`config.mk`:
```
export PLATFORM = sky130hd
export DESIGN_NAME = mips_core
export DESIGN_NICKNAME = d
export VERILOG_FILES = /design/src/hdl/mips_pkg.sv /design/src/hdl/alu_execute.sv /design/src/hdl/instr_decoder.sv /design/src/hdl/mips_core.sv /design/src/hdl/register_file.sv /design/src/hdl/result_writeback.sv
export SDC_FILE = /design/constraint.sdc
export NUM_CORES = 1
export LEC_CHECK = 0
export BUFFER_PORTS_ARGS = -buffer_cell sky130_fd_sc_hd__clkbuf_2
export CAP_MARGIN = 10
export CORE_MARGIN = 1.5
export CORE_UTILIZATION = 45
export CTS_BUF_LIST = sky130_fd_sc_hd__clkbuf_16
export CTS_CLUSTER_DIAMETER = 60
export DETAILED_ROUTE_END_ITERATION = 10
export GPL_TIMING_DRIVEN = 1
export HOLD_SLACK_MARGIN = 0.03
export PLACE_DENSITY_LB_ADDON = 0.15
export SLEW_MARGIN = 30
export SYNTH_ARGS = -nofsm -noshare
export SYNTH_HDL_FRONTEND = slang
export SYNTH_SLANG_ARGS = --single-unit
```
`constraint.sdc`:
```
create_clock -name clk -period 4.05 [get_ports clk]
set_input_delay 0 -clock clk [delete_from_list [all_inputs] [get_ports clk]]
set_output_delay 0 -clock clk [all_outputs]
set_load 0.01 [all_outputs]
```
`src/hdl/mips_pkg.sv`:
```
package mips_pkg;

    // Datapath widths
    localparam int data_width     = 8;   // One register and one result
    localparam int reg_addr_width = 5;   // 32 registers
    localparam int instr_width    = 32;  // One instruction word

    // Instruction field positions
    localparam int opcode_msb = 31;
    localparam int opcode_lsb = 26;
    localparam int rs_msb     = 25;
    localparam int rs_lsb     = 21;
    localparam int rt_msb     = 20;
    localparam int rt_lsb     = 16;
    localparam int rd_msb     = 15;
    localparam int rd_lsb     = 11;
    localparam int funct_msb  = 5;
    localparam int funct_lsb  = 0;

    // Primary opcode field
    typedef enum logic [5:0] {
        op_rtype = 6'd0,   // Register-register arithmetic
        op_addiu = 6'd9    // Add immediate, destination in rt
    } opcode_e;

    // Function field of an R-type instruction
    typedef enum logic [5:0] {
        fn_addu = 6'd33,
        fn_subu = 6'd35
    } funct_e;

    // Operation carried down the pipeline
    typedef enum logic [1:0] {
        alu_add     = 2'd0,
        alu_sub     = 2'd1,
        alu_illegal = 2'd2   // Retired with data 0 and no register write
    } alu_op_e;

endpackage

```
`src/hdl/alu_execute.sv`:
```
`timescale 1ns/1ps

module alu_execute (
    input  logic                                clk,
    input  logic                                rst_n,
    input  logic                                dec_valid,
    output logic                                dec_ready,
    input  mips_pkg::alu_op_e                   dec_op,
    input  logic [mips_pkg::reg_addr_width-1:0] dec_rs,
    input  logic [mips_pkg::reg_addr_width-1:0] dec_rt,
    input  logic [mips_pkg::reg_addr_width-1:0] dec_dest,
    input  logic [mips_pkg::data_width-1:0]     dec_imm,
    input  logic [mips_pkg::data_width-1:0]     rd_data_a,
    input  logic [mips_pkg::data_width-1:0]     rd_data_b,
    input  logic                                pend_valid,
    input  logic                                pend_write,
    input  logic [mips_pkg::reg_addr_width-1:0] pend_addr,
    input  logic [mips_pkg::data_width-1:0]     pend_data,
    output logic                                ex_valid,
    input  logic                                ex_ready,
    output mips_pkg::alu_op_e                   ex_op,
    output logic [mips_pkg::reg_addr_width-1:0] ex_dest,
    output logic [mips_pkg::data_width-1:0]     ex_data
);

    logic                            ex_write;    // Own register holds a pending write
    logic                            load;
    logic [mips_pkg::data_width-1:0] fwd_a;
    logic [mips_pkg::data_width-1:0] fwd_b;
    logic [mips_pkg::data_width-1:0] op_b;
    logic [mips_pkg::data_width-1:0] alu_result;

    assign dec_ready = !ex_valid || ex_ready;
    assign load      = dec_valid && dec_ready;

    assign ex_write = ex_valid && (ex_op != mips_pkg::alu_illegal) && (ex_dest != '0);

    // The instruction right ahead still sits in this stage's register when the next
    // one computes, so it wins over the result stage, which wins over the register file
    function automatic logic [mips_pkg::data_width-1:0] pick_operand(
        input logic [mips_pkg::reg_addr_width-1:0] addr,
        input logic [mips_pkg::data_width-1:0]     rf_data
    );
        logic [mips_pkg::data_width-1:0] value;
        value = rf_data;
        if (addr != '0) begin
            if (ex_write && (ex_dest == addr)) begin
                value = ex_data;
            end else if (pend_valid && pend_write && (pend_addr == addr)) begin
                value = pend_data;
            end
        end
        return value;
    endfunction

    always_comb begin
        fwd_a = pick_operand(dec_rs, rd_data_a);
        fwd_b = pick_operand(dec_rt, rd_data_b);
    end

    // rt is r0 for add-immediate, and the immediate is zero otherwise
    assign op_b = (dec_rt == '0) ? dec_imm : fwd_b;

    always_comb begin
        case (dec_op)
            mips_pkg::alu_add: alu_result = fwd_a + op_b;   // Wraps modulo 256
            mips_pkg::alu_sub: alu_result = fwd_a - op_b;
            default:           alu_result = '0;             // Illegal retires as zero
        endcase
    end

    always_ff @(posedge clk) begin
        if (!rst_n) begin
            ex_valid <= 1'b0;
        end else if (load) begin
            ex_valid <= 1'b1;
        end else if (ex_ready) begin
            ex_valid <= 1'b0;
        end
    end

    always_ff @(posedge clk) begin
        if (load) begin
            ex_op   <= dec_op;
            ex_dest <= dec_dest;
            ex_data <= alu_result;
        end
    end

endmodule

```
`src/hdl/instr_decoder.sv`:
```
`timescale 1ns/1ps

module instr_decoder (
    input  logic                                clk,
    input  logic                                rst_n,
    input  logic                                instr_valid,
    input  logic [mips_pkg::instr_width-1:0]    instr,
    output logic                                instr_ready,
    output logic                                dec_valid,
    input  logic                                dec_ready,
    output mips_pkg::alu_op_e                   dec_op,
    output logic [mips_pkg::reg_addr_width-1:0] dec_rs,
    output logic [mips_pkg::reg_addr_width-1:0] dec_rt,
    output logic [mips_pkg::reg_addr_width-1:0] dec_dest,
    output logic [mips_pkg::data_width-1:0]     dec_imm
);

    mips_pkg::opcode_e                   opcode;
    mips_pkg::funct_e                    funct;
    mips_pkg::alu_op_e                   next_op;
    logic [mips_pkg::reg_addr_width-1:0] next_rt;
    logic [mips_pkg::reg_addr_width-1:0] next_dest;
    logic [mips_pkg::data_width-1:0]     next_imm;
    logic                                dec_run;   // Low through reset, keeps input closed
    logic                                accept;

    assign opcode = mips_pkg::opcode_e'(instr[mips_pkg::opcode_msb:mips_pkg::opcode_lsb]);
    assign funct  = mips_pkg::funct_e'(instr[mips_pkg::funct_msb:mips_pkg::funct_lsb]);

    assign instr_ready = dec_run && (!dec_valid || dec_ready);
    assign accept      = instr_valid && instr_ready;

    // For add-immediate rt is the destination, so the read port b is pointed at r0
    // and the immediate takes its place. R-type carries a zero immediate.
    always_comb begin
        next_op   = mips_pkg::alu_illegal;
        next_rt   = instr[mips_pkg::rt_msb:mips_pkg::rt_lsb];
        next_dest = instr[mips_pkg::rd_msb:mips_pkg::rd_lsb];
        next_imm  = '0;
        case (opcode)
            mips_pkg::op_rtype: begin
                case (funct)
                    mips_pkg::fn_addu: next_op = mips_pkg::alu_add;
                    mips_pkg::fn_subu: next_op = mips_pkg::alu_sub;
                    default:           next_op = mips_pkg::alu_illegal;
                endcase
            end
            mips_pkg::op_addiu: begin
                next_op   = mips_pkg::alu_add;
                next_rt   = '0;
                next_dest = instr[mips_pkg::rt_msb:mips_pkg::rt_lsb];
                next_imm  = instr[mips_pkg::data_width-1:0];   // Low byte only
            end
            default: begin
                next_op = mips_pkg::alu_illegal;
            end
        endcase
    end

    always_ff @(posedge clk) begin
        if (!rst_n) begin
            dec_run   <= 1'b0;
            dec_valid <= 1'b0;
        end else begin
            dec_run <= 1'b1;
            if (accept) begin
                dec_valid <= 1'b1;
            end else if (dec_ready) begin
                dec_valid <= 1'b0;   // Content moved on, nothing new
            end
        end
    end

    always_ff @(posedge clk) begin
        if (accept) begin
            dec_op   <= next_op;
            dec_rs   <= instr[mips_pkg::rs_msb:mips_pkg::rs_lsb];
            dec_rt   <= next_rt;
            dec_dest <= next_dest;
            dec_imm  <= next_imm;
        end
    end

endmodule

```
`src/hdl/mips_core.sv`:
```
`timescale 1ns/1ps

module mips_core (
    input  logic                                clk,
    input  logic                                rst_n,
    input  logic                                instr_valid,
    input  logic [mips_pkg::instr_width-1:0]    instr,
    output logic                                instr_ready,
    output logic                                res_valid,
    input  logic                                res_ready,
    output logic [mips_pkg::reg_addr_width-1:0] res_dest,
    output logic [mips_pkg::data_width-1:0]     res_data,
    output logic                                res_illegal
);

    // Decode to execute
    logic                                dec_valid;
    logic                                dec_ready;
    mips_pkg::alu_op_e                   dec_op;
    logic [mips_pkg::reg_addr_width-1:0] dec_rs;
    logic [mips_pkg::reg_addr_width-1:0] dec_rt;
    logic [mips_pkg::reg_addr_width-1:0] dec_dest;
    logic [mips_pkg::data_width-1:0]     dec_imm;

    // Register file read data
    logic [mips_pkg::data_width-1:0]     rd_data_a;
    logic [mips_pkg::data_width-1:0]     rd_data_b;

    // Execute to result
    logic                                ex_valid;
    logic                                ex_ready;
    mips_pkg::alu_op_e                   ex_op;
    logic [mips_pkg::reg_addr_width-1:0] ex_dest;
    logic [mips_pkg::data_width-1:0]     ex_data;

    // Result stage back to execute and the register file
    logic                                pend_valid;
    logic                                pend_write;
    logic [mips_pkg::reg_addr_width-1:0] pend_addr;
    logic [mips_pkg::data_width-1:0]     pend_data;
    logic                                wr_en;
    logic [mips_pkg::reg_addr_width-1:0] wr_addr;
    logic [mips_pkg::data_width-1:0]     wr_data;

    instr_decoder i_decoder (
        .clk         (clk),
        .rst_n       (rst_n),
        .instr_valid (instr_valid),
        .instr       (instr),
        .instr_ready (instr_ready),
        .dec_valid   (dec_valid),
        .dec_ready   (dec_ready),
        .dec_op      (dec_op),
        .dec_rs      (dec_rs),
        .dec_rt      (dec_rt),
        .dec_dest    (dec_dest),
        .dec_imm     (dec_imm)
    );

    register_file i_regfile (
        .clk       (clk),
        .rst_n     (rst_n),
        .rd_addr_a (dec_rs),   // Read addresses come straight from the decode register
        .rd_addr_b (dec_rt),
        .rd_data_a (rd_data_a),
        .rd_data_b (rd_data_b),
        .wr_en     (wr_en),
        .wr_addr   (wr_addr),
        .wr_data   (wr_data)
    );

    alu_execute i_execute (
        .clk        (clk),
        .rst_n      (rst_n),
        .dec_valid  (dec_valid),
        .dec_ready  (dec_ready),
        .dec_op     (dec_op),
        .dec_rs     (dec_rs),
        .dec_rt     (dec_rt),
        .dec_dest   (dec_dest),
        .dec_imm    (dec_imm),
        .rd_data_a  (rd_data_a),
        .rd_data_b  (rd_data_b),
        .pend_valid (pend_valid),
        .pend_write (pend_write),
        .pend_addr  (pend_addr),
        .pend_data  (pend_data),
        .ex_valid   (ex_valid),
        .ex_ready   (ex_ready),
        .ex_op      (ex_op),
        .ex_dest    (ex_dest),
        .ex_data    (ex_data)
    );

    result_writeback i_writeback (
        .clk         (clk),
        .rst_n       (rst_n),
        .ex_valid    (ex_valid),
        .ex_ready    (ex_ready),
        .ex_op       (ex_op),
        .ex_dest     (ex_dest),
        .ex_data     (ex_data),
        .res_valid   (res_valid),
        .res_ready   (res_ready),
        .res_dest    (res_dest),
        .res_data    (res_data),
        .res_illegal (res_illegal),
        .pend_valid  (pend_valid),
        .pend_write  (pend_write),
        .pend_addr   (pend_addr),
        .pend_data   (pend_data),
        .wr_en       (wr_en),
        .wr_addr     (wr_addr),
        .wr_data     (wr_data)
    );

endmodule

```
`src/hdl/register_file.sv`:
```
`timescale 1ns/1ps

module register_file (
    input  logic                                clk,
    input  logic                                rst_n,
    input  logic [mips_pkg::reg_addr_width-1:0] rd_addr_a,
    input  logic [mips_pkg::reg_addr_width-1:0] rd_addr_b,
    output logic [mips_pkg::data_width-1:0]     rd_data_a,
    output logic [mips_pkg::data_width-1:0]     rd_data_b,
    input  logic                                wr_en,
    input  logic [mips_pkg::reg_addr_width-1:0] wr_addr,
    input  logic [mips_pkg::data_width-1:0]     wr_data
);

    localparam int num_regs = 2 ** mips_pkg::reg_addr_width;

    logic [mips_pkg::data_width-1:0] regs [num_regs];

    // Register 0 is hard zero on both ports
    always_comb begin
        if (rd_addr_a == '0) begin
            rd_data_a = '0;
        end else begin
            rd_data_a = regs[rd_addr_a];
        end
    end

    always_comb begin
        if (rd_addr_b == '0) begin
            rd_data_b = '0;
        end else begin
            rd_data_b = regs[rd_addr_b];
        end
    end

    always_ff @(posedge clk) begin
        if (!rst_n) begin
            for (int i = 0; i < num_regs; i++) begin
                regs[i] <= '0;   // Architectural state starts at zero
            end
        end else if (wr_en && (wr_addr != '0)) begin
            regs[wr_addr] <= wr_data;
        end
    end

endmodule

```
`src/hdl/result_writeback.sv`:
```
`timescale 1ns/1ps

module result_writeback (
    input  logic                                clk,
    input  logic                                rst_n,
    input  logic                                ex_valid,
    output logic                                ex_ready,
    input  mips_pkg::alu_op_e                   ex_op,
    input  logic [mips_pkg::reg_addr_width-1:0] ex_dest,
    input  logic [mips_pkg::data_width-1:0]     ex_data,
    output logic                                res_valid,
    input  logic                                res_ready,
    output logic [mips_pkg::reg_addr_width-1:0] res_dest,
    output logic [mips_pkg::data_width-1:0]     res_data,
    output logic                                res_illegal,
    output logic                                pend_valid,
    output logic                                pend_write,
    output logic [mips_pkg::reg_addr_width-1:0] pend_addr,
    output logic [mips_pkg::data_width-1:0]     pend_data,
    output logic                                wr_en,
    output logic [mips_pkg::reg_addr_width-1:0] wr_addr,
    output logic [mips_pkg::data_width-1:0]     wr_data
);

    logic load;
    logic retire;   // Output handshake this cycle

    assign ex_ready = !res_valid || res_ready;
    assign load     = ex_valid && ex_ready;
    assign retire   = res_valid && res_ready;

    always_ff @(posedge clk) begin
        if (!rst_n) begin
            res_valid <= 1'b0;
        end else if (load) begin
            res_valid <= 1'b1;
        end else if (res_ready) begin
            res_valid <= 1'b0;
        end
    end

    always_ff @(posedge clk) begin
        if (load) begin
            res_dest    <= ex_dest;
            res_data    <= ex_data;
            res_illegal <= (ex_op == mips_pkg::alu_illegal);
        end
    end

    // Held entry is not in the register file yet, execute forwards from it
    assign pend_valid = res_valid;
    assign pend_write = !res_illegal && (res_dest != '0);
    assign pend_addr  = res_dest;
    assign pend_data  = res_data;

    // Register write lands on the same edge as the output transfer
    assign wr_en   = retire && pend_write;
    assign wr_addr = res_dest;
    assign wr_data = res_data;

endmodule

```
==> results of run 1 <==
worst paths after layout:
check | start | to | cells after the start
max | register | i_execute.ex_data[7] | 17
min | instr_valid | i_decoder.dec_valid | 3
max reg2reg | register | i_execute.ex_data[7] | 17
min reg2reg | i_decoder.dec_dest[0] | i_execute.ex_dest[0] | 0
through the flow:
step | std cells | TNS, ns
after floorplan | 1233 | 0
after global placement | 1881 | -0.135
after detailed placement | 1881 | -0.158
after CTS | 1994 | 0
after global routing | 2004 | -0.229
final | 2006 | 0
cell type report:
type / count / share of cell area (%)
Clock inverter: 33 / 1.43
Antenna cell: 2 / 0.0232
Timing Repair Buffer: 278 / 10.6
Tap cell: 511 / 2.97
Clock buffer: 39 / 4.53
Sequential cell: 324 / 44.6
Inverter: 11 / 0.192
Multi-Input combinational cell: 808 / 35.7
routing by layer:
metal / global-route usage (%) / share of wire [%] / up-vias
li1: - / - / 5157
met1: 41.4 / 44 / 6079
met2: 40.9 / 44 / 501
met3: 6.12 / 8.1 / 89
met4: 9.91 / 3.4 / 2
met5: 0 / 0.024 / -
report_power, final:
group | switching [mW] | total [mW] | internal [mW]
clock | 1.46 | 3.55 | 2.09
sequential | 0.0997 | 3.90 | 3.80
combinational | 0.685 | 1.42 | 0.733
layout by cell type (no fill, tap or decap), types with 8 or more instances in the layout:
master,n
xnor2_1,15
xor2_1,11
o21ai_0,33
ha_1,8
and2_1,266
nor2_1,69
conb_1,8
dlygate4sd3_1,32
inv_1,18
dfxtp_1,10
nor2b_1,10
clkbuf_16,40
buf_4,177
mux4_2,126
mux2_2,12
nand2_1,34
mux2i_1,45
nor3_1,12
a21oi_1,13
clkbuf_2,48
nand3_1,8
edfxtp_1,310
a211oi_1,10
buf_12,14
registers in the layout, summed over array words and instances (netlist names), 2 cells and up, named ones only:
register,cells
i_regfile.regs,256
i_decoder.dec_imm,8
i_execute.ex_data,8
i_writeback.pend_data,8
i_decoder.dec_dest,5
i_decoder.dec_rs,5
i_decoder.dec_rt,5
i_execute.ex_dest,5
i_writeback.pend_addr,5
i_decoder.dec_op,2
i_execute.ex_op,2
tightest hold or removal path, stage by stage:
cell and delay [ns]:
clkbuf_2 0.08, nand2_1 0.46, a21oi_1 0.14
cell families after synthesis:
logic type	synth area share, %
other	0.0215
DFF	55.0
buffers and inverters	2.71
xor gates and xnor gates	1.54
adders and majority gates	0.689
muxes	20.2
and+or+nand+nor	14.6
AOI/OAI and AO/OA	5.11
repair_timing:
item | 4_1_cts | 5_1_grt
endpoints found under the setup margin | 2 | 5
hold buffers | 32 | 0
buffers inserted | 10 | 13
endpoints found under the hold margin | 39 | 0
gates cloned | 0 | 1
resized for setup | 17 | 56
pin swaps | 11 | 31
==> flow_summary_export.csv, run 1 <==
group,metric,value,unit
worst_setup_path,rrSetupSlack,0.03,ns
drt,drt-total-wl,54700,µm
layout,fillers,3087,
synthesis,synth_cell_types,66,
global_routing,grt.overflow.total,0,
drt,vias,11800,
drt,via_per_inst,5.90,
run,maxCapViolCount,0,
worst_setup_path,cp_top_family,"compound AO/OA/AOI/OAI gates",
worst_setup_path,critPathBufInv,4,
floorplan,die_area,0.0399,mm²
min_path,worstHoldPathType,"input port to register",
place,gp_congestion,0.972,
worst_setup_path,end_kind,"register",
worst_setup_path,crit_required,4.45,ns
sta,fmax,249,MHz
sta,worstMarginPinSlew,1.00,ns
layout,syn_to_final_growth,23.6,%
layout,drive_gt1_share,34.0,%
place,placed_cell_area,0.0194,mm²
layout,fin_util,56.8,%
layout,area.sequential,0.00960,mm²
drt,wl_per_cell,27.3,µm
place,post-place-ws,-0.158,ns
global_routing,grt_first_pass_wirelength,78600,µm
clock_network,cts.htree.levels,2,
floorplan,fp.dieH,200,µm
global_routing,antenna_found_initial,3,
sta,setup_viol,0,
global_routing,grt_pass1_vias,11400,
floorplan,rows,71,
synthesis,syn_area_per_cell,14.2,µm²
pwr,p_leak,8.18,nW
place,numPortBuffers,48,
worst_setup_path,cp_slowest_cell,"mux4_2",
clock_network,clk_latency,0.55,ns
synthesis,synth.yosys.seq_area_share,55.0,%
synthesis,syn_area,0.0174,mm²
pwr,cellPowerDensity,412,mW/mm²
floorplan,boundaryPins,52,
global_routing,grt_use_total,28.0,%
sta,maxSlewViolCount,0,
synthesis,yosysWarnings,0,
worst_setup_path,path_class,"register to register",
synthesis,netlist.top_cell.by_area,"edfxtp_1",
synthesis,ys_ff_latch,324,
drt,postRouteAntennaNets,0,
place,dpl.hpwl,39300,µm
run_status,status,"finished, final reports clean",
drt,drc,0,
sta,worst_slack,0.0326,ns
synthesis,synth_commonest_cells,"edfxtp_1 (310), and2_1 (266), mux4_2 (123)",
worst_setup_path,cp_max_fo,10,
layout,fin_nets,1507,
sta,rsz0062_at_grt,"true",
clock_network,numCtsBuffers,39,
synthesis,synth_edf_count,310,
floorplan,core_area,0.0379,mm²
worst_setup_path,arrival,4.42,ns
sta,clock_skew,0.0176,ns
synthesis,synth_cells,1226,
drt,dr.pass1.iters,5,
floorplan,die_x,200,µm
worst_setup_path,path_common_cell,"buf_12",
worst_setup_path,cp_cell_sequence,"buf_12 > buf_12 > buf_12 > mux4_2 > a22o_1 > a21oi_1 > o21ai_2 > o221ai_2 > buf_4 > a31oi_1 > xor2_1 > ha_1 > a21o_1 > a31oi_2 > xnor2_1 > xnor3_1 > nor2_1",
sta,hold_slack,0.187,ns
synthesis,synth_flop_cell,"edfxtp_1",
pwr,ir_drop,329,µV
sta,max-slew-margin-rel,32.9,%
synthesis,async_flop_share,0,%
worst_setup_path,worst_setup_path_start_kind,"register",
synthesis,synth_area_leaders,"edfxtp_1 (53%), mux4_2 (16%), and2_1 (9.6%)",
floorplan,initial_core_util,45.9,%
synthesis,post-synth-top-count-cell,"edfxtp_1",
worst_setup_path,crit_path_max_incr_delay,0.55,ns
layout,multi_input_area,0.00769,mm²
clock_network,cts.root.buffer_cell,"clkbuf_16",
sta,min_period,4.02,ns
clock_network,cts_tree,"done",
clock_network,path_clk_slew,0.06,ns
synthesis,yosysTopAreaCellShare,53.4,%
pwr,power,8.86,mW
global_routing,grt_start_max_net_pins,35,
clock_network,clockBufferDepth,3,
drt,dr.first_iter.drc_count,1276,
sta,final-hold-violation-count,0,
clock_network,cts.sinks,324,
sta,final.period_utilization,99.2,%
layout,fin_area,0.0215,mm²
Note: power is estimated with default switching activity, not from simulation.
==> run 2, diff against run 1 <==
CTS_BUF_LIST = sky130_fd_sc_hd__clkbuf_4   (was sky130_fd_sc_hd__clkbuf_16)
==> run 2 against run 1 <==
Effect of this change: first-iteration DRC count about the same; combinational power about the same; wire length is 1.7% higher; global-route usage grew 0.74 points; design area rose by 0.55%; sequential share of layout area down 0.24 points; critical path type unchanged; die area is the same; power is 6.0% lower.
==> flow_summary_export.csv, run 2 (synthesized netlist as in run 1, its figures left out) <==
group,metric,value,unit
run_status,status,"finished, final reports clean",
floorplan,rows,71,
drt,via_per_inst,5.80,
sta,rsz0062_at_grt,"true",
floorplan,boundaryPins,52,
place,placed_cell_area,0.0194,mm²
min_path,worstHoldPathType,"input port to register",
place,numPortBuffers,48,
worst_setup_path,worst_setup_path_start_kind,"register",
pwr,cellPowerDensity,385,mW/mm²
worst_setup_path,arrival,4.61,ns
drt,wl_per_cell,26.3,µm
pwr,ir_drop,174,µV
layout,fin_area,0.0216,mm²
layout,mostFrequentLayoutCells,"edfxtp_1 (310), and2_1 (266), buf_4 (176)",
sta,hold_slack,0.110,ns
drt,drt-total-wl,55600,µm
sta,setup_viol,0,
drt,dr.first_iter.drc_count,1275,
floorplan,die_area,0.0399,mm²
place,post-place-ws,-0.158,ns
global_routing,grt_use_total,28.8,%
worst_setup_path,end_kind,"register",
sta,worstMarginPinSlew,0.921,ns
worst_setup_path,path_class,"register to register",
global_routing,grt_start_max_net_pins,35,
drt,drc,0,
sta,final.period_utilization,98.4,%
clock_network,path_clk_slew,0.07,ns
layout,final_common_cell,"edfxtp_1",
clock_network,cts.root.buffer_cell,"clkbuf_4",
place,dpl.hpwl,39300,µm
floorplan,core_area,0.0379,mm²
pwr,power,8.33,mW
clock_network,clockBufferDepth,3,
global_routing,grt.overflow.total,0,
sta,worst_slack,0.0658,ns
sta,min_period,3.98,ns
drt,dr.pass1.iters,5,
sta,fin_setup_tns,0,ns
pwr,p_leak,8.34,nW
global_routing,antenna_found_initial,2,
floorplan,fp.dieH,200,µm
worst_setup_path,cp_max_fo,5,
clock_network,clk_latency,0.79,ns
worst_setup_path,crit_required,4.67,ns
layout,largest-register,"i_regfile.regs",
place,gp_congestion,0.972,
global_routing,grt_first_pass_wirelength,80700,µm
layout,largest_reg_flops,256,
worst_setup_path,rrSetupSlack,0.07,ns
clock_network,cts.sinks,324,
layout,drive_gt1_share,36.8,%
global_routing,grt_pass1_vias,12100,
sta,clock_skew,0.0341,ns
layout,fin_nets,1583,
sta,max-slew-margin-rel,38.3,%
floorplan,die_x,200,µm
clock_network,numCtsBuffers,86,
sta,final-hold-violation-count,0,
drt,vias,12300,
layout,syn_to_final_growth,24.3,%
drt,postRouteAntennaNets,0,
sta,maxSlewViolCount,0,
clock_network,cts_tree,"done",
clock_network,cts.htree.levels,3,
run,maxCapViolCount,0,
sta,fmax,251,MHz
floorplan,initial_core_util,45.9,%
## run 2: cell types whose count changed in the layout (fill, tap and decap cells not counted), moves of 2 or more
cell | before | now
bufinv_16 | 5 | 2
clkbuf_16 | 40 | 0
clkbuf_4 | 0 | 133
clkinv_1 | 5 | 11
clkinv_2 | 6 | 2
clkinv_4 | 2 | 0
clkinvlp_4 | 2 | 0
dlygate4sd3_1 | 32 | 63
inv_1 | 18 | 10
inv_2 | 1 | 5
inv_6 | 4 | 0
## run 2: worst paths after layout
kind,from,end,depth (start not counted)
worst max-delay path,register,i_execute.ex_data[7],23
worst min-delay path,instr[2],i_decoder.dec_imm[2],3
worst min register to register,i_decoder.dec_dest[3],i_execute.ex_dest[3],0
worst max register to register,register,i_execute.ex_data[7],23
## run 2: layer usage
metal | vias to the layer above | wire length [µm] | GRT usage, %
met4 | 0 | 1880 | 11.0
met1 | 6205 | 24200 | 42.6
met5 | - | 0 | 0
li1 | 5356 | - | -
met3 | 101 | 4660 | 4.96
met2 | 602 | 24800 | 42.5
## run 2: worst max-delay path, stage by stage, from the launching register on
cell,delay (ns)
dfxtp_4,0.36
buf_12,0.14
buf_12,0.14
buf_8,0.12
mux2i_2,0.15
a221oi_2,0.30
buf_4,0.20
a221oi_4,0.06
o2111ai_4,0.19
o221ai_2,0.13
ha_1,0.30
nand2_1,0.06
o21ai_2,0.08
inv_1,0.06
ha_1,0.27
nor2b_4,0.13
o21ai_2,0.10
nand2b_1,0.07
a21o_1,0.15
a21o_1,0.17
a31oi_2,0.20
xnor2_1,0.15
xnor3_1,0.23
nor2_1,0.09
## run 2: layout make-up
cell class / count / area, µm²
fillers: 3113 / 16300
flip-flops and latches: 324 / 9600
multi-input cells: 808 / 7690
repair buffers: 307 / 2550
clock buffers: 133 / 998
well taps: 511 / 639
clock inverters: 19 / 126
inverters: 11 / 41.3
diodes: 2 / 5.00
## run 2: stage by stage
stage                     std cells  util [%]
after global placement         1881      51.1
after global routing           2114      57.1
after CTS                      2105      56.2
after detailed placement       1881      51.1
after floorplan                1233         -
final                          2115      57.1
## run 2: where the power goes
group	total, mW	switching [mW]	internal [mW]
Sequential	3.89	0.0993	3.80
Combinational	1.43	0.684	0.743
Clock	3.01	1.39	1.62
Total	8.33	2.18	6.15
## run 2: timing repair
action,CTS,global route
pin swaps,10,29
cloned,0,0
buffers inserted,10,13
setup endpoints to repair,2,5
endpoints found under the hold margin,154,0
hold buffers,63,0
resized for setup,19,55
==> run 3, diff against run 2 <==
==> constraint.sdc (replaced) <==
create_clock -name clk -period 4.05 [get_ports clk]
set_input_delay 0 -clock clk [delete_from_list [all_inputs] [get_ports clk]]
set_output_delay 0 -clock clk [all_outputs]
set_load 0.1 [all_outputs]
==> run 3 against run 2 <==
Effect of this change: sequential share of layout area is 0.15 points lower; critical path type unchanged; maximum frequency shrank 0.76%; first-iteration DRC count down 7.2%; largest power group unchanged; die area stayed put; core utilization grew 0.19 points; highest routed layer unchanged; clock skew up 0.0030 ns; critical path depth decreased by 3.
==> flow_summary_export.csv, run 3 (synthesized netlist as in run 1, its figures left out) <==
group,metric,value,unit
worst_setup_path,rrSetupSlack,0.04,ns
worst_setup_path,path_common_cell,"a21o_1",
floorplan,core_area,0.0379,mm²
worst_setup_path,path_class,"register to register",
drt,dr.pass1.iters,6,
sta,maxSlewViolCount,0,
drt,drc,0,
sta,min_period,4.01,ns
sta,final.period_utilization,99.1,%
drt,vias,12500,
min_path,holdPathEnd,"i_decoder.dec_imm[1]",
drt,postRouteAntennaNets,0,
min_path,hp-start,"instr[1]",
worst_setup_path,crit_path_max_incr_delay,0.52,ns
clock_network,clk_latency,0.76,ns
worst_setup_path,cp_max_fo,7,
clock_network,cts.root.buffer_cell,"clkbuf_4",
worst_setup_path,worst_setup_path_start_kind,"register",
worst_setup_path,cp_slowest_cell,"mux4_2",
layout,largest_reg_flops,256,
clock_network,numCtsBuffers,89,
pwr,p_leak,8.35,nW
sta,setup_viol,0,
floorplan,rows,71,
worst_setup_path,end_kind,"register",
sta,rsz0062_at_grt,"true",
place,numPortBuffers,48,
worst_setup_path,critPathBufInv,3,
floorplan,initial_core_util,45.9,%
drt,via_per_inst,5.90,
min_path,hold_depth,3,
worst_setup_path,regToRegEndpoint,"i_execute.ex_data[7]",
layout,final_common_cell,"edfxtp_1",
floorplan,boundaryPins,52,
pwr,cellPowerDensity,384,mW/mm²
layout,drive_gt1_share,36.0,%
worst_setup_path,arrival,4.63,ns
layout,instances_no_fill,2125,
min_path,worstHoldPathType,"input port to register",
layout,largest-register,"i_regfile.regs",
global_routing,antenna_found_initial,1,
run_status,status,"finished, final reports clean",
place,dpl.hpwl,38500,µm
worst_setup_path,r2r_cells,20,
global_routing,grt_start_max_net_pins,35,
global_routing,grt_first_pass_wirelength,81000,µm
run,maxCapViolCount,0,
layout,syn_to_final_growth,24.7,%
clock_network,clockBufferDepth,3,
clock_network,cts_tree,"done",
worst_setup_path,cp_top_family,"compound AO/OA/AOI/OAI gates",
drt,dr.first_iter.drc_count,1183,
layout,fillers,3153,
worst_setup_path,crit_required,4.67,ns
global_routing,grt_use_total,28.7,%
global_routing,grt_pass1_vias,12400,
floorplan,fp.dieH,200,µm
layout,mostFrequentLayoutCells,"edfxtp_1 (310), and2_1 (266), buf_4 (169)",
sta,final-hold-violation-count,0,
sta,max-slew-margin-rel,48.5,%
clock_network,path_clk_slew,0.06,ns
clock_network,cts.htree.levels,3,
sta,clock_skew,0.0372,ns
drt,drt-total-wl,55700,µm
drt,wl_per_cell,26.2,µm
global_routing,grt.overflow.total,0,
worst_setup_path,cp_cell_sequence,"buf_12 > buf_4 > mux4_2 > a221oi_4 > o2111ai_4 > o221ai_4 > ha_4 > nand2_2 > o21ai_2 > inv_1 > ha_1 > nor2b_1 > o21ai_1 > nand2b_1 > a21o_1 > a21o_1 > a31oi_2 > xnor2_1 > xnor3_1 > nor2_1",
sta,fin_setup_tns,0,ns
floorplan,die_x,200,µm
floorplan,die_area,0.0399,mm²
sta,fmax,249,MHz
sta,hold_slack,0.158,ns
place,gp_congestion,0.957,
place,place_inst,1870,
pwr,ir_drop,167,µV
layout,fin_nets,1589,
clock_network,cts.sinks,324,
sta,worstMarginPinSlew,0.765,ns
run 3: cell count changes in the layout (fill, tap and decap cells not counted), sizes merged:
cell,before,now
clkinvlp,0,1
clkinv,13,23
clkbuf,181,179
diode,2,1
buf,196,192
bufinv,2,1
dlygate4sd3,63,70
run 3: metal layers:
layer  track usage, %  part of all wire, %  wire, µm
met5                0                    0         0
met4             11.7                  3.4      1890
met3             5.26                  8.9      4940
met2             43.6                   46     25700
met1             40.8                   42     23200
run 3: timing repair:
item / 4_1_cts / 5_1_grt
hold buffers: 70 / 0
gates resized for setup: 15 / 38
setup buffers: 15 / 12
endpoints found under the hold margin: 148 / 0
cloned: 0 / 0
endpoints found under the setup margin: 2 / 4
pin swaps: 12 / 22
run 3: cell type report:
type | count | area (µm²) | area share (%)
timing repair buffer | 310 | 2650 | 12.2
tap | 511 | 639 | 2.94
clock inverter | 29 | 145 | 0.668
clock buffer | 131 | 983 | 4.53
inverter | 11 | 41.3 | 0.190
sequential | 324 | 9600 | 44.2
multi-input combinational | 808 | 7660 | 35.3
antenna | 1 | 2.50 | 0.0115
run 3: worst max-delay path by stage:
stage	from	endpoint	slack [ns]	cells after the start
detailed placement	register	i_execute.ex_data[7]	-0.20	21
global route	register	i_execute.ex_data[7]	-0.19	23
floorplan	i_writeback.pend_addr[3]	i_execute.ex_data[7]	-0.09	20
CTS	register	i_execute.ex_data[7]	0.001	16
finish	register	i_execute.ex_data[7]	0.04	20
global placement	register	i_execute.ex_data[7]	-0.15	21
run 3: report_power, final:
group | internal, mW | switching (mW)
clock | 1.55 | 1.43
sequential | 3.80 | 0.0960
combinational | 0.749 | 0.714
run 3: through the flow:
step	total power, mW	instance area (µm²)	setup slack (ns)	utilization [%]
final	8.33	21700	0.0353	57.3
after global routing	8.65	21700	-0.193	57.3
after floorplan	4.68	17600	-0.0888	-
after CTS	8.29	21400	0.00106	56.5
after detailed placement	5.23	19400	-0.197	51.2
after global placement	5.22	19400	-0.152	51.2
run 3: worst register-to-register path: stages, from the launching register on:
cell and delay [ns]:
dfxtp_4 0.40, buf_12 0.15, buf_4 0.12, mux4_2 0.52, a221oi_4 0.36, o2111ai_4 0.18
o221ai_4 0.24, ha_4 0.24, nand2_2 0.06, o21ai_2 0.06, inv_1 0.06, ha_1 0.21
nor2b_1 0.13, o21ai_1 0.11, nand2b_1 0.08, a21o_1 0.16, a21o_1 0.17, a31oi_2 0.14
xnor2_1 0.14, xnor3_1 0.23, nor2_1 0.10
